--- src/hdl/fp_prep_pkg.sv ---
/*
 * Formats, opcodes and packet types shared by the FPU operand pre-processing
 * stages and their testbench. Compile ahead of every file that imports it.
 */
package fp_prep_pkg;

    //////////////////////////////////////////////////
    // Formats
    localparam int FLEN       = 32;
    localparam int EXPO_WIDTH = 8;
    localparam int FRAC_WIDTH = 23;
    localparam int XLEN       = 32;

    typedef logic [FLEN-1:0] fp_word_t;
    typedef logic [XLEN-1:0] int_word_t;

    // Two's complement, top bit set when the difference is negative
    typedef logic signed [EXPO_WIDTH:0] expo_diff_t;

    localparam fp_word_t CANONICAL_NAN = 32'h7FC0_0000;

    //////////////////////////////////////////////////
    // Opcodes
    typedef enum logic [2:0] {
        FSGNJ     = 3'd0,
        FSGNJN    = 3'd1,
        FSGNJX    = 3'd2,
        FMIN      = 3'd3,
        FMAX      = 3'd4,
        FCVT_S_W  = 3'd5,
        FCVT_S_WU = 3'd6,
        FADD_PREP = 3'd7
    } fp_op_e;

    //////////////////////////////////////////////////
    // Packets
    typedef struct packed {
        logic is_inf;
        logic is_snan;
        logic is_qnan;
        logic is_zero;
        logic is_subnormal;
    } fp_special_t;

    // Operation offered to the issue stage
    typedef struct packed {
        fp_op_e    op;
        fp_word_t  rs1;
        fp_word_t  rs2;
        int_word_t int_rs1;
    } fp_issue_pkt_t;

    // Content of the issue stage register
    typedef struct packed {
        fp_op_e      op;
        fp_word_t    rs1;
        fp_word_t    rs2;
        fp_special_t rs1_special;
        fp_special_t rs2_special;
        logic        swap;
        expo_diff_t  expo_diff;
        expo_diff_t  expo_diff_neg;
        int_word_t   int_abs;
        logic        int_sign;
        logic        int_zero;
    } fp_stage_pkt_t;

    // Packet read by the downstream units
    typedef struct packed {
        fp_op_e      op;
        fp_special_t rs1_special;
        fp_special_t rs2_special;
        logic        swap;
        expo_diff_t  expo_diff;
        fp_word_t    result;
        logic        invalid;
        int_word_t   int_abs;
        logic        int_sign;
        logic        int_zero;
    } fp_prep_out_t;

endpackage

--- src/hdl/fp_class_detect.sv ---
/*
 * Decodes one single-precision operand into its special-case flags.
 * Purely combinational, instantiated once per source operand.
 */
`timescale 1ns/1ps

module fp_class_detect (
    input  fp_prep_pkg::fp_word_t    i_operand,
    output fp_prep_pkg::fp_special_t o_special
);
    import fp_prep_pkg::*;

    logic [EXPO_WIDTH-1:0] expo;
    logic [FRAC_WIDTH-1:0] frac;
    logic                  expo_ones;
    logic                  expo_zero;
    logic                  frac_zero;

    // Field split
    assign expo = i_operand[FLEN-2 -: EXPO_WIDTH];
    assign frac = i_operand[FRAC_WIDTH-1:0];

    assign expo_ones = &expo;
    assign expo_zero = ~|expo;
    assign frac_zero = ~|frac;

    //////////////////////////////////////////////////
    // Special cases
    assign o_special.is_inf       = expo_ones & frac_zero;
    // Quiet bit is the top fraction bit
    assign o_special.is_snan      = expo_ones & ~frac_zero & ~frac[FRAC_WIDTH-1];
    assign o_special.is_qnan      = expo_ones & frac[FRAC_WIDTH-1];
    assign o_special.is_zero      = expo_zero & frac_zero;
    assign o_special.is_subnormal = expo_zero & ~frac_zero;

    // Downstream units decode the flags as mutually exclusive
    always_comb begin
        assert ($onehot0(o_special))
            else $error("fp_class_detect: more than one class flag for %h", i_operand);
    end

endmodule

--- src/hdl/fp_issue_stage.sv ---
/*
 * First pre-processing stage. Classifies both operands, prepares the adder swap
 * and exponent difference and the int-to-float magnitude, then registers them.
 */
`timescale 1ns/1ps

module fp_issue_stage #(
    parameter bit ENABLE_SUBNORMAL = 1'b1
) (
    input  logic                       clk,
    input  logic                       i_rst_n,
    input  logic                       i_valid,
    input  fp_prep_pkg::fp_issue_pkt_t i_issue,
    input  logic                       i_out_ready,
    output logic                       o_ready,
    output logic                       o_stage_valid,
    output fp_prep_pkg::fp_stage_pkt_t o_stage
);
    import fp_prep_pkg::*;

    fp_special_t           rs1_special;
    fp_special_t           rs2_special;
    logic [EXPO_WIDTH-1:0] rs1_expo;
    logic [EXPO_WIDTH-1:0] rs2_expo;
    logic [FRAC_WIDTH-1:0] rs1_frac;
    logic [FRAC_WIDTH-1:0] rs2_frac;
    logic [EXPO_WIDTH:0]   rs1_expo_eff;
    logic [EXPO_WIDTH:0]   rs2_expo_eff;
    expo_diff_t            expo_diff;
    expo_diff_t            expo_diff_neg;
    logic                  swap;
    logic                  int_sign;
    int_word_t             int_abs;
    logic                  int_zero;
    fp_stage_pkt_t         stage_next;
    logic                  stage_valid;

    //////////////////////////////////////////////////
    // Classification
    fp_class_detect u_rs1_class (
        .i_operand (i_issue.rs1),
        .o_special (rs1_special)
    );

    fp_class_detect u_rs2_class (
        .i_operand (i_issue.rs2),
        .o_special (rs2_special)
    );

    //////////////////////////////////////////////////
    // Exponent difference and swap
    assign rs1_expo = i_issue.rs1[FLEN-2 -: EXPO_WIDTH];
    assign rs2_expo = i_issue.rs2[FLEN-2 -: EXPO_WIDTH];
    assign rs1_frac = i_issue.rs1[FRAC_WIDTH-1:0];
    assign rs2_frac = i_issue.rs2[FRAC_WIDTH-1:0];

    // A subnormal behaves as exponent 1 when subnormals are supported
    assign rs1_expo_eff = {1'b0, rs1_expo} +
                          {{EXPO_WIDTH{1'b0}}, ENABLE_SUBNORMAL & rs1_special.is_subnormal};
    assign rs2_expo_eff = {1'b0, rs2_expo} +
                          {{EXPO_WIDTH{1'b0}}, ENABLE_SUBNORMAL & rs2_special.is_subnormal};

    assign expo_diff     = expo_diff_t'(rs1_expo_eff - rs2_expo_eff);
    assign expo_diff_neg = expo_diff_t'(rs2_expo_eff - rs1_expo_eff);

    // Swap when rs2 has the larger magnitude, fraction breaks an exponent tie
    always_comb begin
        if (expo_diff[EXPO_WIDTH]) begin
            swap = 1'b1;
        end else if (|expo_diff[EXPO_WIDTH-1:0]) begin
            swap = 1'b0;
        end else begin
            swap = rs1_frac < rs2_frac;
        end
    end

    //////////////////////////////////////////////////
    // Integer operand for int-to-float
    // Only the signed conversion treats the top bit as a sign
    assign int_sign = (i_issue.op == FCVT_S_W) & i_issue.int_rs1[XLEN-1];
    assign int_abs  = int_sign ? -i_issue.int_rs1 : i_issue.int_rs1;
    assign int_zero = ~|i_issue.int_rs1;

    always_comb begin
        stage_next.op            = i_issue.op;
        stage_next.rs1           = i_issue.rs1;
        stage_next.rs2           = i_issue.rs2;
        stage_next.rs1_special   = rs1_special;
        stage_next.rs2_special   = rs2_special;
        stage_next.swap          = swap;
        stage_next.expo_diff     = expo_diff;
        stage_next.expo_diff_neg = expo_diff_neg;
        stage_next.int_abs       = int_abs;
        stage_next.int_sign      = int_sign;
        stage_next.int_zero      = int_zero;
    end

    //////////////////////////////////////////////////
    // Stage register and back-pressure
    // Accept when empty or when the current packet leaves this cycle
    assign o_ready = ~stage_valid | i_out_ready;

    always_ff @(posedge clk) begin
        if (!i_rst_n) begin
            stage_valid <= 1'b0;
        end else if (o_ready) begin
            stage_valid <= i_valid;
        end
    end

    always_ff @(posedge clk) begin
        if (o_ready) begin
            o_stage <= stage_next;
        end
    end

    assign o_stage_valid = stage_valid;

    // A stalled packet must reach the consumer unchanged
    stall_holds_packet: assert property (
        @(posedge clk) disable iff (!i_rst_n)
        (stage_valid && !i_out_ready) |=> (stage_valid && $stable(o_stage))
    ) else $error("fp_issue_stage: packet changed while stalled");

endmodule

--- src/hdl/fp_result_stage.sv ---
/*
 * Second pre-processing stage, combinational. Completes sign injection and
 * min/max and selects the absolute exponent difference for the adder.
 */
`timescale 1ns/1ps

module fp_result_stage (
    input  fp_prep_pkg::fp_stage_pkt_t i_stage,
    output fp_prep_pkg::fp_prep_out_t  o_out
);
    import fp_prep_pkg::*;

    fp_word_t   rs1;
    fp_word_t   rs2;
    logic       rs1_sign;
    logic       rs2_sign;
    logic       rs1_nan;
    logic       rs2_nan;
    logic       is_minmax;
    expo_diff_t expo_diff_abs;
    logic       expo_field_differs;
    logic       rs1_mag_lt;
    logic       rs1_lt;
    fp_word_t   minmax_result;
    fp_word_t   result;

    assign rs1      = i_stage.rs1;
    assign rs2      = i_stage.rs2;
    assign rs1_sign = rs1[FLEN-1];
    assign rs2_sign = rs2[FLEN-1];
    assign rs1_nan  = i_stage.rs1_special.is_snan | i_stage.rs1_special.is_qnan;
    assign rs2_nan  = i_stage.rs2_special.is_snan | i_stage.rs2_special.is_qnan;

    assign is_minmax = (i_stage.op == FMIN) | (i_stage.op == FMAX);

    //////////////////////////////////////////////////
    // Exponent difference
    assign expo_diff_abs = i_stage.expo_diff[EXPO_WIDTH] ? i_stage.expo_diff_neg
                                                         : i_stage.expo_diff;

    //////////////////////////////////////////////////
    // Min/max ordering
    // Subnormal and exponent-1 operands share an effective exponent,
    // there the raw exponent field decides instead of the fraction
    assign expo_field_differs = rs1[FLEN-2 -: EXPO_WIDTH] != rs2[FLEN-2 -: EXPO_WIDTH];

    always_comb begin
        if (expo_diff_abs == '0 && expo_field_differs) begin
            rs1_mag_lt = rs1[FLEN-2 -: EXPO_WIDTH] < rs2[FLEN-2 -: EXPO_WIDTH];
        end else begin
            rs1_mag_lt = i_stage.swap;
        end
    end

    // Negative sign wins on mixed signs, so -0 sits below +0
    assign rs1_lt = (rs1_sign != rs2_sign) ? rs1_sign : (rs1_sign ^ rs1_mag_lt);

    always_comb begin
        if (rs1_nan && rs2_nan) begin
            minmax_result = CANONICAL_NAN;
        end else if (rs1_nan) begin
            minmax_result = rs2;
        end else if (rs2_nan) begin
            minmax_result = rs1;
        end else if (i_stage.op == FMAX) begin
            minmax_result = rs1_lt ? rs2 : rs1;
        end else begin
            minmax_result = rs1_lt ? rs1 : rs2;
        end
    end

    //////////////////////////////////////////////////
    // Result select
    always_comb begin
        case (i_stage.op)
            FSGNJ:      result = {rs2_sign, rs1[FLEN-2:0]};
            FSGNJN:     result = {~rs2_sign, rs1[FLEN-2:0]};
            FSGNJX:     result = {rs1_sign ^ rs2_sign, rs1[FLEN-2:0]};
            FMIN, FMAX: result = minmax_result;
            default:    result = '0;
        endcase
    end

    assign o_out.op          = i_stage.op;
    assign o_out.rs1_special = i_stage.rs1_special;
    assign o_out.rs2_special = i_stage.rs2_special;
    assign o_out.swap        = i_stage.swap;
    assign o_out.expo_diff   = expo_diff_abs;
    assign o_out.result      = result;
    assign o_out.invalid     = is_minmax &
                               (i_stage.rs1_special.is_snan | i_stage.rs2_special.is_snan);
    assign o_out.int_abs     = i_stage.int_abs;
    assign o_out.int_sign    = i_stage.int_sign;
    assign o_out.int_zero    = i_stage.int_zero;

    // Only min/max may raise the invalid flag
    always_comb begin
        assert (!o_out.invalid || is_minmax)
            else $error("fp_result_stage: invalid raised for op %0d", i_stage.op);
    end

endmodule

--- src/hdl/fp_prep_top.sv ---
/*
 * Operand pre-processing in front of the FPU. Two stages with one-cycle latency
 * and level back-pressure from a single downstream ready.
 */
`timescale 1ns/1ps

module fp_prep_top #(
    parameter bit ENABLE_SUBNORMAL = 1'b1
) (
    input  logic                       clk,
    input  logic                       i_rst_n,
    input  logic                       i_valid,
    input  fp_prep_pkg::fp_issue_pkt_t i_issue,
    input  logic                       i_out_ready,
    output logic                       o_ready,
    output logic                       o_valid,
    output fp_prep_pkg::fp_prep_out_t  o_out
);
    import fp_prep_pkg::*;

    fp_stage_pkt_t stage;
    logic          stage_valid;

    //////////////////////////////////////////////////
    // Issue stage
    fp_issue_stage #(
        .ENABLE_SUBNORMAL (ENABLE_SUBNORMAL)
    ) u_issue_stage (
        .clk           (clk),
        .i_rst_n       (i_rst_n),
        .i_valid       (i_valid),
        .i_issue       (i_issue),
        .i_out_ready   (i_out_ready),
        .o_ready       (o_ready),
        .o_stage_valid (stage_valid),
        .o_stage       (stage)
    );

    //////////////////////////////////////////////////
    // Result stage
    fp_result_stage u_result_stage (
        .i_stage (stage),
        .o_out   (o_out)
    );

    // The result stage adds no delay, so the stage valid is the output valid
    assign o_valid = stage_valid;

endmodule

--- config.mk ---
export PLATFORM = sky130hd
export DESIGN_NAME = fp_prep_top
export DESIGN_NICKNAME = d
export VERILOG_FILES = /design/src/hdl/fp_prep_pkg.sv /design/src/hdl/fp_class_detect.sv /design/src/hdl/fp_issue_stage.sv /design/src/hdl/fp_result_stage.sv /design/src/hdl/fp_prep_top.sv
export SDC_FILE = /design/constraint.sdc
export NUM_CORES = 1
export LEC_CHECK = 0
export CORE_ASPECT_RATIO = 0.5
export CORE_MARGIN = 10
export CORE_UTILIZATION = 54
export DETAILED_ROUTE_END_ITERATION = 7
export DONT_BUFFER_PORTS = 1
export PLACE_DENSITY = 0.75
export SLEW_MARGIN = 30
export SYNTH_ARGS = -nofsm -noshare
export SYNTH_HDL_FRONTEND = slang
export SYNTH_HIERARCHICAL = 1
export SYNTH_SLANG_ARGS = --single-unit
--- constraint.sdc ---
create_clock -name clk -period 10.65 [get_ports clk]
set_input_delay 0.5325 -clock clk [delete_from_list [all_inputs] [get_ports clk]]
set_output_delay 0.5325 -clock clk [all_outputs]
set_load 0.1 [all_outputs]
After elaboration in Yosys (flattened, before gate mapping)
Cells that the tools add are included.

Add/subtract/negate cells: 5. $lt $le $gt $ge: 2. Equality and inequality tests: 7. Multiplexer cells: 12. Bitwise logic cells: 25. Reductions and logical operators: 18.

Operators with widths (number): two-way mux 32 bit (7); case mux 32 bit (4 select lines) (1); OR reduction 23 bit (2); negator 32 bit (1); OR reduction 32 bit (1); OR reduction 8 bit (3); < comparator 23 bit (1); adder 8 x 1 -> 9 bit (2); subtractor 9 bit (2); AND reduction 8 bit (2); bitwise AND 1 bit (14); logical NOT 9 bit (1); two-way mux 9 bit (1); < comparator 8 bit (1); inequality test 8 bit (1); equality test 3 x 2 -> 1 bit (second input constant) (2); equality test 3 bit (second input constant) (2); logical NOT 1 bit (5); OR 1 bit (5); inverter 1 bit (4); equality test 3 x 1 -> 1 bit (second input constant) (1); logical NOT 3 bit (1); two-way mux 1 bit (3); logical AND 1 bit (2); 3 further kinds (4).

Register bits: 131. Bits of input ports: 103. Output and inout port bits: 92. Word-level logic and storage cells: 89.

Logic depth before layout (Yosys ltp)
Depth after elaboration: 12. Depth in mapped cells: 15. Depth with buffers taken out: 15.

Modules after synthesis
The synthesis kept the hierarchy.

By module, submodules not included: fp_issue_stage (instances 1, cells an instance 453, area an instance 6182.2 um2, seq. area each 3893.7 um2); fp_result_stage (instances 1, cells an instance 176, area an instance 1365.1 um2, seq. area each 0.0 um2); fp_class_detect (instances 2, cells an instance 21, area an instance 151.4 um2, seq. area each 0.0 um2).

Worst setup path after synthesis
No wires, ideal clock.

Kind: register to register. From: reg u_issue_stage.stage_valid (netlist: u_issue_stage/o_stage_valid). To: reg u_issue_stage/o_stage[0] (netlist bit) (enable). Library setup time: 1353 ps. Arrival time: 3958 ps. Slack: 5339 ps. Cell stages (with the launch flop): 2. Path buffers: 0. Clock period less this slack: 5311 ps. Cells stage by stage: dfxtp_1 -> nand2b_1.

Longest elaborated chain between the ends: 2.

Ends and longest elaborated chain: start, declared (RTL line fp_issue_stage.sv:36) `logic stage_valid;`; start signal, assigned (RTL line fp_issue_stage.sv:107) `stage_valid <= i_valid;`; inverter 1 bit (RTL line fp_issue_stage.sv:101) `assign o_ready = ~stage_valid | i_out_ready;`; OR 1 bit (RTL line fp_issue_stage.sv:101); net o_ready (RTL line fp_prep_top.sv:15) `output logic o_ready,`; end signal, assigned (RTL line fp_issue_stage.sv:113) `o_stage <= stage_next;`; end, declared (RTL line fp_issue_stage.sv:17) `output fp_prep_pkg::fp_stage_pkt_t o_stage`.

The timed path passes the listed nets, and every way through them passes these cells. A chain may end at the register's enable or synchronous reset.

==> implementation parameters <==
Parameter                              Value

Run status
  Outcome ... finished, final reports clean

Clock tree
  CTS Sinks ... 130
  Root Driver ... clkbuf_16
  CTS tree ... yes
  Clock-pin slew on the worst setup and hold paths ... roughly 0.070 ns
  Number of buffers on the longest clock path ... 2
  Total setup buffers inserted after CTS ... 0
  Count of H-tree levels built during CTS ... 4
  Cts repair resizes ... 0
  Clock buffer count from CTS ... 17
  Number of buffers added to fix hold violations after cts ... 0
  Clock latency on the worst-skew pair ... between 0.4 and 0.5 ns

Synth
  Top cell type by total area after synthesis ... edfxtp_1
  Biggest area contributors in the synthesized netlist ... edfxtp_1 (49%), ha_1 (8.3%), buf_4 (4.7%), inv_1 (3.2%), xnor2_1 (3.1%)
  Synthesized netlist net count ... a little over 800
  Synth async-reset ratio ... 0
  Dominant synthesized flop cell ... edfxtp_1
  Leading cell types by count after synthesis ... edfxtp_1 (129), inv_1 (66), ha_1 (52), buf_4 (49), nor2_1 (39)
  XOR/XNOR share of the synthesized area ... 0.0602
  Post-synthesis mux area share ... 0.0115
  Post-synthesis compound-gate area fraction ... 0.123
  Number of flops mapped to enable cells by yosys ... between 100 and 150
  Share of synthesized cell area in full adder, half adder and majority cells ... 0.0880
  Main combinational cell family by area after synthesis ... simple AND/OR/NAND/NOR gates
  Area share of the leading cell type in the synthesized netlist ... 0.493
  Mapped Avg Cell Area ... approximately 12 um^2
  Number of standard cells after synthesis ... roughly 670
  Number of library cell types mapped by synthesis ... between 60 and 70
  Part of the Yosys area used for sequential elements ... 0.496
  Cell area after technology mapping ... ~7900 um^2
  Count of yosys warnings during synthesis ... 6
  Library cell with the highest instance count after synthesis ... edfxtp_1
  Post-synthesis register bit count ... 130
  Simple logic cell fraction of the synthesized area ... 0.131

Timing
  Slew @ Worst Pin ... about 1.0 ns
  Final Critical Period ... 5.88 ns
  Hold violation total from the final report ... 0
  Clock skew ... approximately 0.014 ns
  Max Fclk ... roughly 170 MHz
  Final Max Tran Viols ... 0
  Final period util ... 0.552
  Setup total negative slack ... 0 ns
  Final setup violation count ... 0
  Worst max-slew margin expressed relative to the limit ... 0.315
  Unrepaired setup endpoints after global routing ... false

Critical path
  Buf/Inv on CP ... 1
  Slowest cell delay on critical path ... 0.85 ns
  Crit path required time ... approximately 10 ns
  Cell with the largest stage delay on the worst path ... a22o_1
  Worst-path cell chain ... mux2_2, or3_4, or3_4, o311a_4, or2_4, a311oi_4, buf_4, a22o_1
  Stages on the worst setup path ... 8
  Worst Reg2Reg Path Length in Cells ... 2
  Most used cell, CP ... or3_4
  Start point of the critical path ... u_issue_stage/o_stage[51]
  Category of the worst setup path capture point ... output port
  RR Endpoint ... u_issue_stage/o_stage[48]
  Register-to-register setup slack ... approximately 7.9 ns
  Category of cells accounting for the largest share of critical-path delay ... compound AO/OA/AOI/OAI gates
  Launch instance of the worst register-to-register path ... u_issue_stage/o_stage_valid
  Maximum fanout along the worst path ... 24
  Type of origin of the critical path ... flip-flop
  Kind of critical path ... reg -> out
  CP arrival ... roughly 5.3 ns
  Capturing instance or port of the critical path ... o_out[48]

Detailed routing
  Initial DRT Pass Iterations ... 5
  Remaining design rule violation count ... 0
  Wire per inst ... 23.2 um
  Number of routed nets with antenna violations ... 0
  DRC marker count from the first detailed-route iteration ... roughly 300
  Average vias per placed instance ... 5.92
  Sum of routed wire length over all layers ... 19700 um
  DR vias ... about 5000

Floorplanning
  I/O pin count ... between 150 and 200
  Placeable core area ... 14400 um^2
  Full die area ... 20100 um^2
  Vertical die dimension ... around 110 um
  Die X ... 191 um
  Standard-cell row count ... 31
  Starting density of the core ... 0.547

Place
  Total instance count after detailed placement ... between 800 and 900
  RePlAce Congestion ... 0.893
  Half-perimeter wire length after detailed placement ... 15300 um
  Input/output buffers ... 0

Min path
  Startpoint of the most critical hold path ... i_issue[0]
  Class of the worst hold path ... in -> reg

Final layout
  Fraction of layout instances using a drive strength above 1 ... 0.143
  Area grow syn2layout ... 8.94%
  Final std cells w/o fill ... between 800 and 900
  N_diodes ... 0
  Net total in the final layout ... 794

GRT
  Pin count of the biggest net entering global routing ... 70
  GRT overflow ... 0
  Number of global-route vias before repair ... between 5000 and 6000
  Initial antenna violation count ... 0
  Overall track demand over capacity in global routing ... 0.190
  Wire length of the first global-routing pass ... 29600 um

Power and ir drop
  Leakage power total ... 0.00334 uW
  Power density over the cells ... approximately 200 nW/um^2
  Worst vdd rail ir drop ... 0.116 mV

Job
  Number of max-cap violations ... 0
==> sequential cells by signal, summed over array words and instances (netlist names) <==
name	cells
u_issue_stage/o_stage	129
u_issue_stage/o_stage_valid	1
==> cell families after synthesis <==
| family | Yosys count |
|---|---|
| adder cells (fa/ha/maj) | 54 |
| AO/OA/AOI/OAI | 128 |
| buffers and inverters | 128 |
| XOR/XNOR | 54 |
| flip-flops | 130 |
| AND/OR/NAND/NOR | 169 |
| multiplexers | 8 |
==> power breakdown <==
group | switching (uW) | internal (uW)
combinational | 302 | 84.7
clock | 236 | 351
sequential | 129 | 617
total | 667 | 1050
==> per-layer routing <==
metal | vias up | share of wire | global-route usage
met3 | 14 | 0.12 | 0.100
met5 | - | 0 | 0
met2 | 191 | 0.51 | 0.338
met1 | 2439 | 0.36 | 0.192
met4 | 0 | 0.0086 | 0.0514
li1 | 2372 | - | -
==> cell usage in the layout (no fill, tap or decap), drive strengths merged, types with 9 or more instances in the layout <==
| master | n |
|---|---|
| o21ai | 17 |
| inv | 72 |
| nand3 | 15 |
| nor4 | 23 |
| xor2 | 26 |
| ha | 52 |
| a21oi | 37 |
| nor2 | 39 |
| nand4 | 17 |
| edfxtp | 129 |
| o2bb2ai | 9 |
| clkbuf | 18 |
| nand2 | 23 |
| xnor2 | 28 |
| nor3 | 16 |
| a22o | 22 |
==> worst register-to-register path: cells and delay by family (launching register included) <==
family | cells | cell delay, ns
flip-flops | 1 | 1.00
AND/OR/NAND/NOR | 1 | 0.73
buffers and inverters | 1 | 0.56
==> final cells by class <==
class | instances | area [um^2]
inverters | 66 | 248
clock buffers | 17 | 425
multi-input cells | 413 | 3450
well taps | 198 | 248
fillers | 1155 | 5800
flip-flops and latches | 130 | 3890
clock inverters | 15 | 171
repair buffers | 9 | 115
==> how the worst min path moves through the flow <==
stage / end / cells past startpoint
CTS: u_issue_stage/o_stage[2] / 0
global placement: u_issue_stage/o_stage[126] / 0
floorplan: u_issue_stage/o_stage[100] / 0
global route: u_issue_stage/o_stage[2] / 0
finish: u_issue_stage/o_stage[2] / 0
detailed placement: u_issue_stage/o_stage[94] / 0
==> per-stage QoR <==
| step | hold WS, ns | cell area (um^2) | power, uW | utilization | worst slack, ns |
|---|---|---|---|---|---|
| floorplan | 0.631 | 7850 | 1100 | - | 5.34 |
| global placement | 0.631 | 7720 | 1120 | 0.538 | 5.60 |
| detailed placement | 0.631 | 7900 | 1140 | 0.550 | 5.21 |
| CTS | 0.193 | 8490 | 1730 | 0.592 | 4.76 |
| global route | 0.184 | 8550 | 1780 | 0.596 | 4.63 |
| finish | 0.210 | 8550 | 1720 | 0.596 | 4.77 |
Note: power is estimated with default switching activity, not from simulation.
